[src/rtl/lcd_ctrl_pkg.sv]
package lcd_ctrl_pkg;

    // word register map.
    localparam logic [1:0] adr_on   = 2'd0; // on bit and init trigger.
    localparam logic [1:0] adr_cmd  = 2'd1; // instruction byte, sent with rs low.
    localparam logic [1:0] adr_char = 2'd2; // data byte, sent with rs high.
    localparam logic [1:0] adr_pos  = 2'd3; // cursor position.

    // bus timing in clock cycles, counted from the edge that takes a transfer.
    localparam int unsigned lcd_seq_w = 5;
    localparam logic [1:0] lcd_setup_cycles = 2'd3;  // rs, rw and data settle before e.
    localparam logic [4:0] lcd_pulse_cycles = 5'd13; // e high time.
    localparam logic [1:0] lcd_hold_cycles  = 2'd1;  // data held after e falls.

    // The power-up sequence selects 8-bit mode with two lines, then display on, clear
    // and entry mode increment.
    localparam int unsigned init_len = 4;
    localparam logic [7:0] init_table [init_len] = '{
        8'h38,
        8'h0C,
        8'h01,
        8'h06
    };

    // the set DDRAM address instruction carries the address in its low seven bits.
    localparam logic [7:0] pos_cmd_prefix = 8'h80;

endpackage

[src/rtl/lcd_cmd_if.sv]
`timescale 1ns/100ps

// One byte transfer request toward the panel side, and the busy level back.
interface lcd_cmd_if;

    logic       start; // one cycle request, only while busy is low.
    logic       rs;    // register select sampled with start.
    logic [7:0] data;  // byte sampled with start.
    logic       busy;  // high from the cycle after start until the transfer ends.

    modport requester (
        output start,
        output rs,
        output data,
        input  busy
    );

    modport executor (
        input  start,
        input  rs,
        input  data,
        output busy
    );

endinterface

[src/rtl/lcd_wb_regs.sv]
`timescale 1ns/100ps

module lcd_wb_regs import lcd_ctrl_pkg::*; (
    input  logic        clk_i,
    input  logic        rst_i,
    input  logic        cyc_i,
    input  logic        stb_i,
    input  logic        we_i,
    input  logic [3:0]  sel_i,         // byte lanes are not decoded since every access is a word.
    input  logic [1:0]  adr_i,
    input  logic [31:0] dat_i,
    output logic        ack_o,
    output logic [31:0] dat_o,
    output logic        lcd_on_o,
    output logic        init_start_o,
    lcd_cmd_if.requester cmd
);

    logic        state_q;
    logic        on_q;
    logic [6:0]  pos_q;
    logic        start_q;
    logic        init_q;
    logic        cmd_rs_q;
    logic [7:0]  cmd_data_q;
    logic        access;
    logic        wr_free;
    logic [31:0] rd_data;

    assign access  = cyc_i && stb_i && !state_q; // slave idle, take the strobe.
    assign wr_free = access && we_i && !cmd.busy;

    assign ack_o        = state_q;
    assign lcd_on_o     = on_q;
    assign init_start_o = init_q;

    assign cmd.start = start_q; // high in the ack cycle of an accepted write.
    assign cmd.rs    = cmd_rs_q;
    assign cmd.data  = cmd_data_q;

    always_comb begin
        case (adr_i)
            adr_on:   rd_data = {23'h0, cmd.busy, 7'h0, on_q};
            adr_char: rd_data = {31'h0, cmd.busy};
            adr_pos:  rd_data = {25'h0, pos_q};
            default:  rd_data = 32'h0; // the command register reads as zero.
        endcase
    end

    always_ff @(posedge clk_i or posedge rst_i) begin
        if (rst_i) begin
            state_q <= 1'b0;
            on_q    <= 1'b0;
            pos_q   <= 7'h0;
            start_q <= 1'b0;
            init_q  <= 1'b0;
        end else begin
            state_q <= access; // back to idle right after the ack.
            start_q <= 1'b0;
            init_q  <= 1'b0;
            if (access && we_i) begin
                case (adr_i)
                    adr_on: begin
                        on_q   <= dat_i[0];
                        init_q <= dat_i[1] && wr_free;
                    end
                    adr_pos: begin
                        if (wr_free) begin
                            pos_q   <= dat_i[6:0];
                            start_q <= 1'b1;
                        end
                    end
                    default: start_q <= wr_free; // dropped while a transfer runs.
                endcase
            end
        end
    end

    always_ff @(posedge clk_i) begin
        if (access) begin
            dat_o <= rd_data;
        end
        if (wr_free) begin
            cmd_rs_q <= (adr_i == adr_char);
            if (adr_i == adr_pos) begin
                cmd_data_q <= pos_cmd_prefix | {1'b0, dat_i[6:0]};
            end else begin
                cmd_data_q <= dat_i[7:0];
            end
        end
    end

    start_when_free: assert property (
        @(posedge clk_i) disable iff (rst_i) cmd.start |-> !cmd.busy
    ) else $error("transfer requested while the command interface is busy.");

endmodule

[src/rtl/lcd_init_seq.sv]
`timescale 1ns/100ps

module lcd_init_seq import lcd_ctrl_pkg::*; (
    input  logic clk_i,
    input  logic rst_i,
    input  logic init_start_i,
    lcd_cmd_if.executor  up,
    lcd_cmd_if.requester down
);

    logic                      active_q;
    logic [$clog2(init_len):0] idx_q;
    logic                      more;

    assign more = idx_q != ($clog2(init_len) + 1)'(init_len); // entries left to issue.

    // register requests pass straight through unless the table is playing.
    always_comb begin
        if (active_q) begin
            down.start = more && !down.busy;
            down.rs    = 1'b0;
            down.data  = init_table[idx_q[$clog2(init_len)-1:0]];
        end else begin
            down.start = up.start;
            down.rs    = up.rs;
            down.data  = up.data;
        end
    end

    assign up.busy = active_q || down.busy;

    always_ff @(posedge clk_i or posedge rst_i) begin
        if (rst_i) begin
            active_q <= 1'b0;
            idx_q    <= '0;
        end else if (!active_q) begin
            if (init_start_i && !down.busy) begin
                active_q <= 1'b1;
                idx_q    <= '0;
            end
        end else if (down.start) begin
            idx_q <= idx_q + 1'b1;
        end else if (!more && !down.busy) begin
            active_q <= 1'b0; // last transfer has ended.
        end
    end

    // the strobe engine only counts one transfer, an overlapping start would be lost.
    no_start_when_busy: assert property (
        @(posedge clk_i) disable iff (rst_i) down.start |-> !down.busy
    ) else $error("transfer started while the strobe engine is busy.");

endmodule

[src/rtl/lcd_strobe_seq.sv]
`timescale 1ns/100ps

module lcd_strobe_seq import lcd_ctrl_pkg::*; (
    input  logic       clk_i,
    input  logic       rst_i,
    lcd_cmd_if.executor cmd,
    output logic       lcd_e_o,
    output logic       lcd_rs_o,
    output logic       lcd_rw_o,
    output logic [7:0] lcd_data_o
);

    logic [lcd_seq_w-1:0] seq_q;
    logic                 busy_q;
    logic [lcd_seq_w-1:0] e_rise_at;
    logic [lcd_seq_w-1:0] e_fall_at;
    logic [lcd_seq_w-1:0] end_at;

    // seq_q is zero on the first busy cycle, so each mark is one below its count.
    assign e_rise_at = lcd_seq_w'(lcd_setup_cycles) - 1'b1;
    assign e_fall_at = e_rise_at + lcd_pulse_cycles;
    assign end_at    = e_fall_at + lcd_seq_w'(lcd_hold_cycles);

    assign cmd.busy = busy_q;

    always_ff @(posedge clk_i or posedge rst_i) begin
        if (rst_i) begin
            busy_q     <= 1'b0;
            seq_q      <= '0;
            lcd_e_o    <= 1'b0;
            lcd_rs_o   <= 1'b1;
            lcd_rw_o   <= 1'b1;
            lcd_data_o <= 8'h00;
        end else if (busy_q) begin
            seq_q <= seq_q + 1'b1;
            if (seq_q == e_rise_at) begin
                lcd_e_o <= 1'b1;
            end
            if (seq_q == e_fall_at) begin
                lcd_e_o <= 1'b0;
            end
            if (seq_q == end_at) begin
                seq_q    <= '0;
                lcd_rw_o <= 1'b1; // bus released, ready for the next byte.
                busy_q   <= 1'b0;
            end
        end else if (cmd.start) begin
            busy_q     <= 1'b1;
            seq_q      <= '0;
            lcd_rs_o   <= cmd.rs;
            lcd_rw_o   <= 1'b0; // writes only.
            lcd_data_o <= cmd.data;
        end
    end

    e_only_in_write: assert property (
        @(posedge clk_i) disable iff (rst_i) lcd_e_o |-> !lcd_rw_o
    ) else $error("e high while rw is high.");

endmodule

[src/rtl/lcd_top.sv]
`timescale 1ns/100ps

module lcd_top (
    input  logic        clk_i,
    input  logic        rst_i,
    input  logic        cyc_i,
    input  logic        stb_i,
    input  logic        we_i,
    input  logic [3:0]  sel_i,
    input  logic [1:0]  adr_i,
    input  logic [31:0] dat_i,
    output logic        ack_o,
    output logic [31:0] dat_o,
    output logic        lcd_e_o,
    output logic        lcd_rs_o,
    output logic        lcd_rw_o,
    output logic [7:0]  lcd_data_o,
    output logic        lcd_on_o
);

    logic init_start;

    lcd_cmd_if reg_cmd ();
    lcd_cmd_if seq_cmd ();

    lcd_wb_regs u_wb_regs (
        .clk_i        (clk_i),
        .rst_i        (rst_i),
        .cyc_i        (cyc_i),
        .stb_i        (stb_i),
        .we_i         (we_i),
        .sel_i        (sel_i),
        .adr_i        (adr_i),
        .dat_i        (dat_i),
        .ack_o        (ack_o),
        .dat_o        (dat_o),
        .lcd_on_o     (lcd_on_o),
        .init_start_o (init_start),
        .cmd          (reg_cmd.requester)
    );

    lcd_init_seq u_init_seq (
        .clk_i        (clk_i),
        .rst_i        (rst_i),
        .init_start_i (init_start),
        .up           (reg_cmd.executor),
        .down         (seq_cmd.requester)
    );

    lcd_strobe_seq u_strobe_seq (
        .clk_i      (clk_i),
        .rst_i      (rst_i),
        .cmd        (seq_cmd.executor),
        .lcd_e_o    (lcd_e_o),
        .lcd_rs_o   (lcd_rs_o),
        .lcd_rw_o   (lcd_rw_o),
        .lcd_data_o (lcd_data_o)
    );

endmodule

[config.mk]
export PLATFORM = sky130hd
export DESIGN_NAME = lcd_top
export DESIGN_NICKNAME = d
export VERILOG_FILES = /design/src/rtl/lcd_ctrl_pkg.sv /design/src/rtl/lcd_cmd_if.sv /design/src/rtl/lcd_wb_regs.sv /design/src/rtl/lcd_init_seq.sv /design/src/rtl/lcd_strobe_seq.sv /design/src/rtl/lcd_top.sv
export SDC_FILE = /design/constraint.sdc
export NUM_CORES = 1
export LEC_CHECK = 0
export ABC_AREA = 1
export CAP_MARGIN = 30
export CORE_ASPECT_RATIO = 1.1
export CORE_UTILIZATION = 56
export DETAILED_ROUTE_END_ITERATION = 8
export DONT_BUFFER_PORTS = 1
export HOLD_SLACK_MARGIN = 0.02
export PLACE_DENSITY = 0.71
export SLEW_MARGIN = 20
export SYNTH_ARGS = -nofsm -noshare
export SYNTH_HDL_FRONTEND = slang
export SYNTH_SLANG_ARGS = --single-unit
[constraint.sdc]
create_clock -name clk_i -period 2.5 [get_ports clk_i]
set_clock_uncertainty 0.1 [all_clocks]
set_input_delay 0.5 -clock clk_i [delete_from_list [all_inputs] [get_ports clk_i]]
set_output_delay 0.5 -clock clk_i [all_outputs]
set_load 0.01 [all_outputs]
After elaboration in Yosys (flattened, before gate mapping) --
Index checks and enable logic that the tools add are counted.
Cells by class: divide/modulo/power cells 0, $lt $le $gt $ge 1, $mul 0, add/sub/neg operators 2, mux-type cells 30, reductions and logical operators 23, bitwise logic cells 2, equality and inequality tests 8, shifts and indexed selects 0
Operators with widths (count):
- $pmux 9 s3 | 1
- $mux 8 | 3
- $mux 1 | 18
- $bmux 8 s2 | 1
- $mux 5 | 3
- $reduce_and 2->1 | 5
- $mux 3 | 3
- $logic_and 1x1->1 | 8
- $reduce_bool 2->1 | 3
- $add 5x1->5 const B | 1
- $eq 5x2->1 const B | 1
- $eq 5x4->1 const B | 1
- $eq 5x5->1 const B | 1
- $eq 2x2->1 const B | 2
- $logic_not 1->1 | 4
- $ne 2x2->1 const B | 2
- $add 3x1->3 const B | 1
- $ge 3x3->1 const B | 1
- $ne 3x3->1 const B | 1
- $not 2->3 | 1
- $reduce_and 3->1 | 1
- $logic_not 2->1 | 1
- $pmux 1 s2 | 1
- $logic_or 1x1->1 | 1
- $not 1->1 | 1
Word-level totals: logic and storage cells 83, memories 0, bits in read-only memories 0, flip-flop bits (word level) 73, output and inout bits 45, input bits 43, memory bits (writable) 0, latch bits 0

Depth between registers and ports, before layout --
Gate-level depths: netlist of run 1.
depth after elaboration 7, gate-level depth with buffers 9, depth with buffers taken out 8

Hierarchy --
Synthesis of run 1 repeated with hierarchy kept, for this count alone.
Unflattened totals: cells, all modules 274, area total of the unflattened synthesis 2496.1 sq um
By module, submodules not included:
- lcd_wb_regs | cells each 116, times used 1, area each 1272.5 sq um
- lcd_strobe_seq | cells each 97, times used 1, area each 840.8 sq um
- lcd_init_seq | cells each 61, times used 1, area each 382.9 sq um

Worst setup path before layout of run 1 --
Ideal clock, no wire load.
path type input to register, start in cyc_i, end reg u_wb_regs.cmd_data_q[0] (netlist: u_wb_regs.cmd.data[0]), enable pin, library setup time 0.374 ns, stages 4, setup slack 0.371 ns, arrival time 1.654 ns, cells stage by stage nand2_1 -> nor2_1 -> nand2_1 -> nor2_1
Between the ends: longest elaborated chain between the ends 4
RTL lines:
- start, declared | line lcd_top.sv:6 | input logic cyc_i,
- $logic_and 1x1->1 (2 in a row) | line lcd_wb_regs.sv:30 | assign access = cyc_i && stb_i && !state_q;
- net u_wb_regs.access | line lcd_wb_regs.sv:26 | logic access;
- $logic_and 1x1->1 (2 in a row) | line lcd_wb_regs.sv:31 | assign wr_free = access && we_i && !cmd.busy;
- net u_wb_regs.wr_free | line lcd_wb_regs.sv:27 | logic wr_free;
- end signal, assigned | line lcd_wb_regs.sv:86 | cmd_data_q <= pos_cmd_prefix | {1'b0, dat_i[6:0]};
- end signal, assigned | line lcd_wb_regs.sv:88 | cmd_data_q <= dat_i[7:0];
- end, declared | line lcd_wb_regs.sv:25 | logic [7:0] cmd_data_q;
The timed path passes the listed nets, and every way through them passes these cells. A chain may end at the register's enable or synchronous reset.

Final worst setup path of run 1 --
start reg u_strobe_seq.busy_q (netlist: u_strobe_seq.cmd.busy), end reg u_wb_regs.cmd_data_q[1] (netlist: u_wb_regs.cmd.data[1]), enable pin
Between the ends: longest elaborated chain between the ends 3
RTL lines:
- start, declared | line lcd_strobe_seq.sv:14 | logic busy_q;
- start signal, assigned | line lcd_strobe_seq.sv:28 | busy_q <= 1'b0;
- start signal, assigned | line lcd_strobe_seq.sv:45 | busy_q <= 1'b0;
- start signal, assigned | line lcd_strobe_seq.sv:48 | busy_q <= 1'b1;
- $logic_or 1x1->1 | line lcd_init_seq.sv:30 | assign up.busy = active_q || down.busy;
- $logic_not 1->1 | line lcd_wb_regs.sv:31
- $logic_and 1x1->1 | line lcd_wb_regs.sv:31
- net u_wb_regs.wr_free | line lcd_wb_regs.sv:27
The timed path passes the listed nets, and every way through them passes these cells.

==> flow_summary.json, run 1 <==
{
  "status": "finished, final reports clean",
  "syn_area_um2": 2370,
  "yosysWarnings": 0,
  "fin_setup_tns_ns": 0,
  "setup_slack_ns": 0.829,
  "slowest_stage": "dfrtp_1",
  "cp.buffers_inverters": 2,
  "cts_resized": 0,
  "antenna_found_initial": 0,
  "final_area_um2": 2420,
  "rsz0062_at_grt": "false",
  "synthMuxAreaShare_pct": 0,
  "hold_viol_final": 0,
  "min_period_ns": 1.67,
  "worst-r2r-setup-slack_ns": 0.83,
  "cts.reportedPaths.clkPinSlew_ns": 0.09,
  "ant_nets": 0,
  "startpoint_type": "flip-flop",
  "drv_slew": 0,
  "synthSimpleGateAreaFrac_pct": 24.9,
  "drive_above_1_share_pct": 9.52,
  "syn2layout_area_growth_pct": 2.16,
  "critPathRequiredTime_ns": 2.40,
  "start_util_pct": 58.9,
  "total_power_mw": 2.20,
  "p_comb_share_pct": 21.9,
  "tritoncts": "built",
  "routed_wirelength_um": 3720,
  "die_w_um": 64.0,
  "p_int_mw": 1.43,
  "worst_path_largest_cell_delay_ns": 0.55,
  "grt_first_pass_wirelength_um": 6450,
  "fill_cells": 372,
  "dpl_cell_area_um2": 2320,
  "netSwitchingFraction_pct": 34.8,
  "root_buffer": "clkbuf_8",
  "reg2regPathDepth": 4,
  "busiest_layer": "met2",
  "min_path_type": "in2async",
  "r2r-end": "u_wb_regs.cmd.data[1]$_DFFE_PP_",
  "endpoint_kind": "flip-flop",
  "synth-adder-area-share_pct": 3.70,
  "core_um2": 4020,
  "met3_usage_pct": 7.19,
  "cts.htree.levels": 2,
  "cellPowerDensity_nw_per_um2": 908,
  "finalCritPeriodShare_pct": 66.9,
  "wire_per_inst_um": 12.2,
  "synth_top_family_by_area": "simple AND/OR/NAND/NOR gates",
  "synth_compound_area_share_pct": 2.22,
  "clock-sinks": 49,
  "cts_buffers": 5,
  "ys_seq_elements": 49,
  "port-buffer-count": 0,
  "rows": 24,
  "io-pin-count": 88,
  "r2r-start": "u_strobe_seq.cmd.busy$_DFF_PP0_",
  "p_switching_mw": 0.765,
  "grt_max_degree": 33,
  "grt-ovfl-total": 0,
  "syn_area_per_cell_um2": 9.63,
  "p_clk_share_pct": 21.4,
  "n_antenna_cell": 0,
  "die_area_um2": 4500,
  "cp_data_arrival_time_ns": 1.58,
  "nNetsFinal": 301,
  "first_pass_iters": 4,
  "use_met1_pct": 23.0,
  "path_cells": "nor2_8, inv_1, nor2_1, buf_4",
  "cts_post_setup_buffers_inserted": 0,
  "die_h_um": 70.2,
  "cts_hold_buf": 0,
  "fmaxAchievable_ghz": 0.598,
  "cp_max_fo": 16,
  "clock_path_buffers": 2,
  "path_class": "reg2reg",
  "grt_use_total_pct": 18.8,
  "hpwl_um": 2740,
  "critPathTopFamily": "flip-flops",
  "drt_iter0_drc": 100,
  "synth_xor_area_share_pct": 0.739,
  "place_congestion": 0.786,
  "ir_drop_v": 0.000617,
  "use_met2_pct": 30.3,
  "place_ws_ns": 0.841,
  "ys_types": 25,
  "synthCells": 246,
  "drc_errors": 0,
  "setup_viol": 0,
  "viasPerCell": 4.89,
  "clk-insertion-delay-late_ns": 0.29,
  "synth-seq-area-share_pct": 55.4,
  "vias": 1487,
  "cap_viol_max_count": 0,
  "grt_pass1_vias": 1473,
  "pwr-share-seq_pct": 56.7,
  "leakage_nw": 1.19
}
-- sequential cells by signal (all words and copies together), names as in the netlist, 3 cells and up --
register,count
u_strobe_seq.seq_q,5
u_strobe_seq.lcd_data_o,8
u_wb_regs.pos_q,7
u_init_seq.idx_q,3
u_wb_regs.cmd.data,8
u_wb_regs.dat_o,8
-- Yosys cell counts --
cell,count,area share (%)
nand3_1,15,3.2
inv_2,4,0.63
nand4_1,11,2.9
nand3_4,1,0.74
conb_1,1,0.16
buf_6,3,1.4
dfrtp_1,30,32
nand2_1,78,12
a21boi_0,1,0.32
ha_1,7,3.7
o21ai_0,9,1.9
nand4_4,1,0.90
nor2_8,1,0.84
or2_2,1,0.26
xnor2_1,1,0.37
nor3_1,2,0.42
nor2_1,13,2.1
nand2_4,2,0.95
nor2_2,1,0.26
buf_4,24,7.6
edfxtp_1,17,22
buf_2,1,0.21
dfstp_2,2,2.2
inv_1,19,3.0
xor2_1,1,0.37
-- power groups by stage --
| stage | Clock (mW) | Sequential (mW) | Combinational (mW) |
|---|---|---|---|
| after floorplan | 0 | 1.20 | 0.492 |
| after global placement | 0 | 1.26 | 0.473 |
| after detailed placement | 0 | 1.27 | 0.485 |
| after CTS | 0.489 | 1.25 | 0.488 |
| after global routing | 0.511 | 1.28 | 0.575 |
| final | 0.470 | 1.25 | 0.482 |
-- metal layers --
| layer | wire (um) | vias to the layer above |
|---|---|---|
| met5 | 0 | - |
| met4 | 62 | 0 |
| met3 | 276 | 6 |
| met2 | 1800 | 50 |
| met1 | 1570 | 679 |
| li1 | - | 752 |
-- layout make-up --
type                    instances  area [um2]  share of cell area [%]
flip-flops and latches         49        1310                    54.3
multi-input cells             169         837                    34.6
inverters                      23        86.3                    3.57
clock buffers                   6        82.6                    3.41
well taps                      52        65.1                    2.69
repair buffers                  3        22.5                   0.930
clock inverters                 2        13.8                   0.568
-- cell usage in the layout (no fill, tap or decap), drive strengths merged --
cell type  instances
nand2             80
dfrtp             30
conb              24
inv               23
edfxtp            17
nand3             16
nor2              15
nand4             12
o21ai              9
ha                 7
clkbuf             6
buf                3
nor3               2
dfstp              2
clkinv             2
xor2               1
xnor2              1
or2                1
a21boi             1
-- logic make-up (layout without fill, tap and decap cells) --
logic type      after synthesis  in the layout
buf+inv                      51             34
fa+ha+maj                     7              7
simple gates                126            126
compound gates               10             10
other cells                   1             24
flops                        49             49
xor+xnor                      2              2
-- how the worst max path moves through the flow --
stage,cells past startpoint,start,endpoint,slack (ns)
after global placement,4,u_init_seq.active_q$_DFF_PP0_,u_wb_regs.cmd.data[1]$_DFFE_PP_,0.85
after detailed placement,4,u_init_seq.active_q$_DFF_PP0_,u_wb_regs.cmd.data[1]$_DFFE_PP_,0.84
after global routing,4,u_init_seq.active_q$_DFF_PP0_,u_wb_regs.cmd.data[3]$_DFFE_PP_,0.72
final,4,u_strobe_seq.cmd.busy$_DFF_PP0_,u_wb_regs.cmd.data[1]$_DFFE_PP_,0.83
after CTS,4,u_init_seq.active_q$_DFF_PP0_,u_wb_regs.cmd.data[1]$_DFFE_PP_,0.82
after floorplan,4,cyc_i,u_wb_regs.cmd.data[0]$_DFFE_PP_,0.37
-- metrics by stage --
step | hold slack (ns) | cells | utilization (%)
final | 0.0689 | 304 | 60.2
after CTS | 0.0753 | 304 | 60.2
after global placement | 0.362 | 296 | 57.8
after global routing | 0.106 | 304 | 60.2
after detailed placement | 0.365 | 296 | 57.8
after floorplan | 0.344 | 269 | -
Power figures use the tool's default switching activity.
==> run 2: changes to the inputs <==
Clock period 2.5 ns to 1.66 ns, I/O delays scaled along.
==> flow_summary.json, run 2 (synthesized netlist as in run 1, its figures left out) <==
{
  "ir_drop_v": 0.000738,
  "cp_data_arrival_time_ns": 1.58,
  "tritoncts": "built",
  "p_clk_share_pct": 19.6,
  "place_ws_ns": 0.185,
  "start_util_pct": 58.9,
  "clk-insertion-delay-late_ns": 0.30,
  "grt_pass1_vias": 1514,
  "ant_nets": 0,
  "final_util_pct": 63.2,
  "hpwl_um": 2830,
  "endpoint_kind": "flip-flop",
  "syn2layout_area_growth_pct": 7.29,
  "core_um2": 4020,
  "cts_post_setup_buffers_inserted": 0,
  "die_area_um2": 4500,
  "antenna_found_initial": 0,
  "drt_iter0_drc": 90,
  "first_pass_iters": 4,
  "status": "finished, final reports clean",
  "cp-startpoint": "u_init_seq.idx_q[0]$_DFFE_PP0P_",
  "place_congestion": 0.771,
  "grt_use_total_pct": 18.7,
  "port-buffer-count": 0,
  "finalCritPeriodShare_pct": 90.1,
  "total_power_mw": 3.36,
  "die_w_um": 64.0,
  "cellPowerDensity_nw_per_um2": 1320,
  "cap_viol_max_count": 0,
  "rsz0062_at_grt": "false",
  "nNetsFinal": 315,
  "setup_viol": 0,
  "vias": 1518,
  "worstHoldEndpoint": "u_wb_regs.init_start_o$_DFF_PP0_",
  "die_h_um": 70.2,
  "drv_slew": 0,
  "r2r-start": "u_init_seq.idx_q[0]$_DFFE_PP0P_",
  "n_antenna_cell": 0,
  "critPathRequiredTime_ns": 1.75,
  "p_comb_share_pct": 25.4,
  "hold_viol_final": 0,
  "leakage_nw": 1.25,
  "place_inst": 302,
  "pwr-share-seq_pct": 55.1,
  "reg2regPathDepth": 8,
  "worst-r2r-setup-slack_ns": 0.16,
  "cts_buffers": 5,
  "clock_path_buffers": 2,
  "io-pin-count": 88,
  "grt_max_degree": 33,
  "min_period_ns": 1.50,
  "cts_resized": 0,
  "cts.reportedPaths.clkPinSlew_ns": 0.08,
  "final_common_cell": "nand2_1",
  "viasPerCell": 4.77,
  "min_path_type": "in2reg",
  "routed_wirelength_um": 3800,
  "fmaxAchievable_ghz": 0.669,
  "grt_first_pass_wirelength_um": 6380,
  "layout_common_cells": "nand2_1 (78), dfrtp_1 (30), conb_1 (24), inv_1 (19), edfxtp_1 (17)",
  "fin_setup_tns_ns": 0,
  "clock-sinks": 49,
  "rows": 24,
  "min_path_cells": 2,
  "cts.htree.levels": 2,
  "drc_errors": 0,
  "cts_hold_buf": 6,
  "setup_slack_ns": 0.165,
  "drive_above_1_share_pct": 11.7,
  "root_buffer": "clkbuf_8",
  "path_class": "reg2reg",
  "final_cells": 318,
  "holdCritStartpoint": "dat_i[1]",
  "wire_per_inst_um": 11.9,
  "grt-ovfl-total": 0,
  "r2r-end": "u_init_seq.idx_q[1]$_DFFE_PP0P_",
  "startpoint_type": "flip-flop",
  "p_int_mw": 2.19,
  "cp_max_fo": 5,
  "p_switching_mw": 1.17,
  "netSwitchingFraction_pct": 34.8
}
-- run 2: cell count changes in the layout (fill, tap and decap cells not counted) --
cell,previous run,this run
nor2_1,13,11
dlygate4sd3_1,0,8
clkinv_2,1,2
nor2_4,0,1
nor2_2,1,2
buf_4,3,9
clkinv_4,1,0
clkbuf_1,0,1
clkbuf_8,6,5
-- run 2: per-layer routing --
metal / part of all wire, % / track usage (%) / vias up
li1: - / - / 775
met1: 42 / 20.7 / 701
met2: 51 / 31.9 / 38
met3: 5.5 / 7.03 / 4
met4: 1.4 / 7.83 / 0
met5: 0 / 0 / -
-- run 2: through the flow --
| step | cell area (um2) | hold slack, ns |
|---|---|---|
| 3_5_place_dp | 2380 | 0.237 |
| 2_1_floorplan | 2470 | 0.331 |
| 4_1_cts | 2520 | 0.0211 |
| 6_report | 2540 | 0.0500 |
| 3_3_place_gp | 2380 | 0.236 |
| 5_1_grt | 2540 | 0.0490 |
-- run 2: power by group through the flow --
stage	sequential (mW)	clock, mW	combinational [mW]
floorplan	1.80	0	0.744
global placement	1.87	0	0.818
detailed placement	1.88	0	0.840
CTS	1.85	0.674	0.856
global route	1.89	0.716	0.995
finish	1.85	0.657	0.851
-- run 2: worst max-delay path, cell delays in order (launching register included) --
cell and delay [ns]:
dfrtp_1 0.38, inv_1 0.10, ha_1 0.23, nand2_1 0.12, nand3_4 0.12, nand2_1 0.14, inv_1 0.08, nand2_1 0.06
nand2_1 0.05
-- run 2: layout make-up --
class / instances / area (um2)
Inverter: 23 / 86.3
Fill cell: 338 / 1480
Multi-Input combinational cell: 169 / 847
Timing Repair Buffer: 17 / 148
Clock buffer: 6 / 72.6
Clock inverter: 2 / 10.0
Sequential cell: 49 / 1310
Tap cell: 52 / 65.1
-- run 2: how the worst max path moves through the flow --
stage                                         to  slack, ns  depth (start not counted)
2_1_floorplan    u_wb_regs.cmd.data[0]$_DFFE_PP_       0.11                          3
3_3_place_gp   u_strobe_seq.lcd_rw_o$_DFFE_PP1P_       0.21                          8
3_5_place_dp     u_init_seq.idx_q[0]$_DFFE_PP0P_       0.19                          8
4_1_cts        u_strobe_seq.lcd_rw_o$_DFFE_PP1P_       0.16                          8
5_1_grt          u_init_seq.idx_q[0]$_DFFE_PP0P_       0.01                          8
6_report         u_init_seq.idx_q[1]$_DFFE_PP0P_       0.16                          8
==> run 3: changes to the inputs <==
==> constraint.sdc (replaced) <==
create_clock -name clk_i -period 1.66 [get_ports clk_i]
set_clock_uncertainty 0.1 [all_clocks]
set_input_delay 0.083 -clock clk_i [delete_from_list [all_inputs] [get_ports clk_i]]
set_output_delay 0.083 -clock clk_i [all_outputs]
set_load 0.01 [all_outputs]
==> flow_summary.json, run 3 (synthesized netlist as in run 1, its figures left out) <==
{
  "viasPerCell": 4.73,
  "grt_pass1_vias": 1517,
  "min_period_ns": 1.57,
  "fin_setup_tns_ns": 0,
  "ant_nets": 0,
  "regArea_um2": 1310,
  "critPathRequiredTime_ns": 1.76,
  "place_congestion": 0.769,
  "first_pass_iters": 4,
  "port-buffer-count": 0,
  "reg2regPathDepth": 8,
  "cts_buffers": 5,
  "wire_per_inst_um": 12.4,
  "rsz0062_at_grt": "false",
  "finalCritPeriodShare_pct": 94.8,
  "setup_slack_ns": 0.0865,
  "grt_max_degree": 33,
  "root_buffer": "clkbuf_8",
  "multi_input_area_um2": 847,
  "cts.reportedPaths.clkPinSlew_ns": 0.08,
  "routed_wirelength_um": 4000,
  "start_util_pct": 58.9,
  "io-pin-count": 88,
  "clock-sinks": 49,
  "drive_above_1_share_pct": 10.7,
  "cp_data_arrival_time_ns": 1.67,
  "die_h_um": 70.2,
  "syn2layout_area_growth_pct": 10.2,
  "min_path_type": "in2reg",
  "layout_common_cells": "nand2_1 (78), dfrtp_1 (30), conb_1 (24), inv_1 (19), edfxtp_1 (17)",
  "grt_use_total_pct": 20.1,
  "grt_first_pass_wirelength_um": 6760,
  "ir_drop_v": 0.000781,
  "tritoncts": "built",
  "status": "finished, final reports clean",
  "r2r-end": "u_strobe_seq.lcd_rw_o$_DFFE_PP1P_",
  "setup_viol": 0,
  "endpoint_kind": "flip-flop",
  "leakage_nw": 1.27,
  "worstHoldEndpoint": "u_wb_regs.dat_o[6]$_DFFE_PN_",
  "holdCritStartpoint": "adr_i[1]",
  "path_class": "in2reg",
  "cellPowerDensity_nw_per_um2": 1320,
  "clk-insertion-delay-late_ns": 0.30,
  "n_antenna_cell": 0,
  "hold_viol_final": 0,
  "vias": 1533,
  "total_power_mw": 3.44,
  "cts_post_setup_buffers_inserted": 0,
  "antenna_found_initial": 0,
  "drc_errors": 0,
  "drv_slew": 0,
  "die_area_um2": 4500,
  "drt_iter0_drc": 94,
  "die_w_um": 64.0,
  "startpoint_type": "primary input",
  "grt-ovfl-total": 0,
  "final_util_pct": 64.9,
  "core_um2": 4020,
  "cap_viol_max_count": 0,
  "place_ws_ns": 0.179,
  "fill_cells": 320,
  "hpwl_um": 2840,
  "rows": 24,
  "fmaxAchievable_ghz": 0.636,
  "worst-r2r-setup-slack_ns": 0.16,
  "min_path_cells": 2,
  "clock_path_buffers": 2,
  "cts.htree.levels": 2,
  "cp_max_fo": 3,
  "final_common_cell": "nand2_1",
  "r2r-start": "u_init_seq.idx_q[0]$_DFFE_PP0P_",
  "cts_resized": 0,
  "nNetsFinal": 321
}
## run 3: changes by cell type in the layout (fill, tap and decap cells not counted)
| cell | previous run | this run |
|---|---|---|
| clkbuf_1 | 1 | 2 |
| clkinv_2 | 2 | 0 |
| clkbuf_8 | 5 | 6 |
| buf_4 | 9 | 8 |
| dlygate4sd3_1 | 8 | 15 |
## run 3: per-layer routing
metal	vias up	track usage, %	wire (um)
met2	45	33.0	2000
met3	9	7.19	206
li1	788	-	-
met4	0	9.09	86
met1	691	23.3	1710
met5	-	0	0
## run 3: worst max-delay path, stage by stage
cell           delay, ns
dlygate4sd3_1       0.59
nor2_1              0.15
dlygate4sd3_1       0.63
nand2_1             0.09
nand2_1             0.08
nand2_1             0.04
## run 3: repair_timing
item | 4_1_cts | 5_1_grt
hold endpoints to repair | 53 | 0
endpoints found under the setup margin | 0 | 0
hold buffers | 15 | 0
## run 3: report_power, final
group          total, mW  switching, mW  internal (mW)
registers           1.86          0.299           1.56
clock network      0.703          0.363          0.340
logic              0.877          0.531          0.346
total               3.44           1.19           2.25
## run 3: worst max-delay path by stage
stage,startpoint,to,slack [ns]
6_report,adr_i[1],u_wb_regs.lcd_on_o$_DFFE_PP0P_,0.09
5_1_grt,u_init_seq.idx_q[0]$_DFFE_PP0P_,u_strobe_seq.lcd_rw_o$_DFFE_PP1P_,0.003
3_5_place_dp,u_init_seq.idx_q[0]$_DFFE_PP0P_,u_strobe_seq.lcd_rw_o$_DFFE_PP1P_,0.18
4_1_cts,adr_i[1],u_wb_regs.lcd_on_o$_DFFE_PP0P_,0.12
3_3_place_gp,u_init_seq.idx_q[0]$_DFFE_PP0P_,u_strobe_seq.lcd_rw_o$_DFFE_PP1P_,0.21
2_1_floorplan,u_wb_regs.ack_o$_DFF_PP0_,u_wb_regs.cmd.data[0]$_DFFE_PP_,0.11
## run 3: per-stage QoR
| step | instances | area, um2 | hold WS (ns) |
|---|---|---|---|
| after floorplan | 269 | 2470 | 0.0819 |
| after global placement | 301 | 2370 | -0.0156 |
| after detailed placement | 301 | 2370 | -0.00214 |
| after CTS | 324 | 2610 | 0.0787 |
| after global routing | 324 | 2610 | 0.115 |
| final | 324 | 2610 | 0.0724 |
## run 3: cell type report
type | count | share of cell area [%]
Multi-Input combinational cell | 169 | 32.4
Clock buffer | 8 | 3.45
Sequential cell | 49 | 50.3
Tap cell | 52 | 2.49
Timing Repair Buffer | 23 | 8.05
Inverter | 23 | 3.30
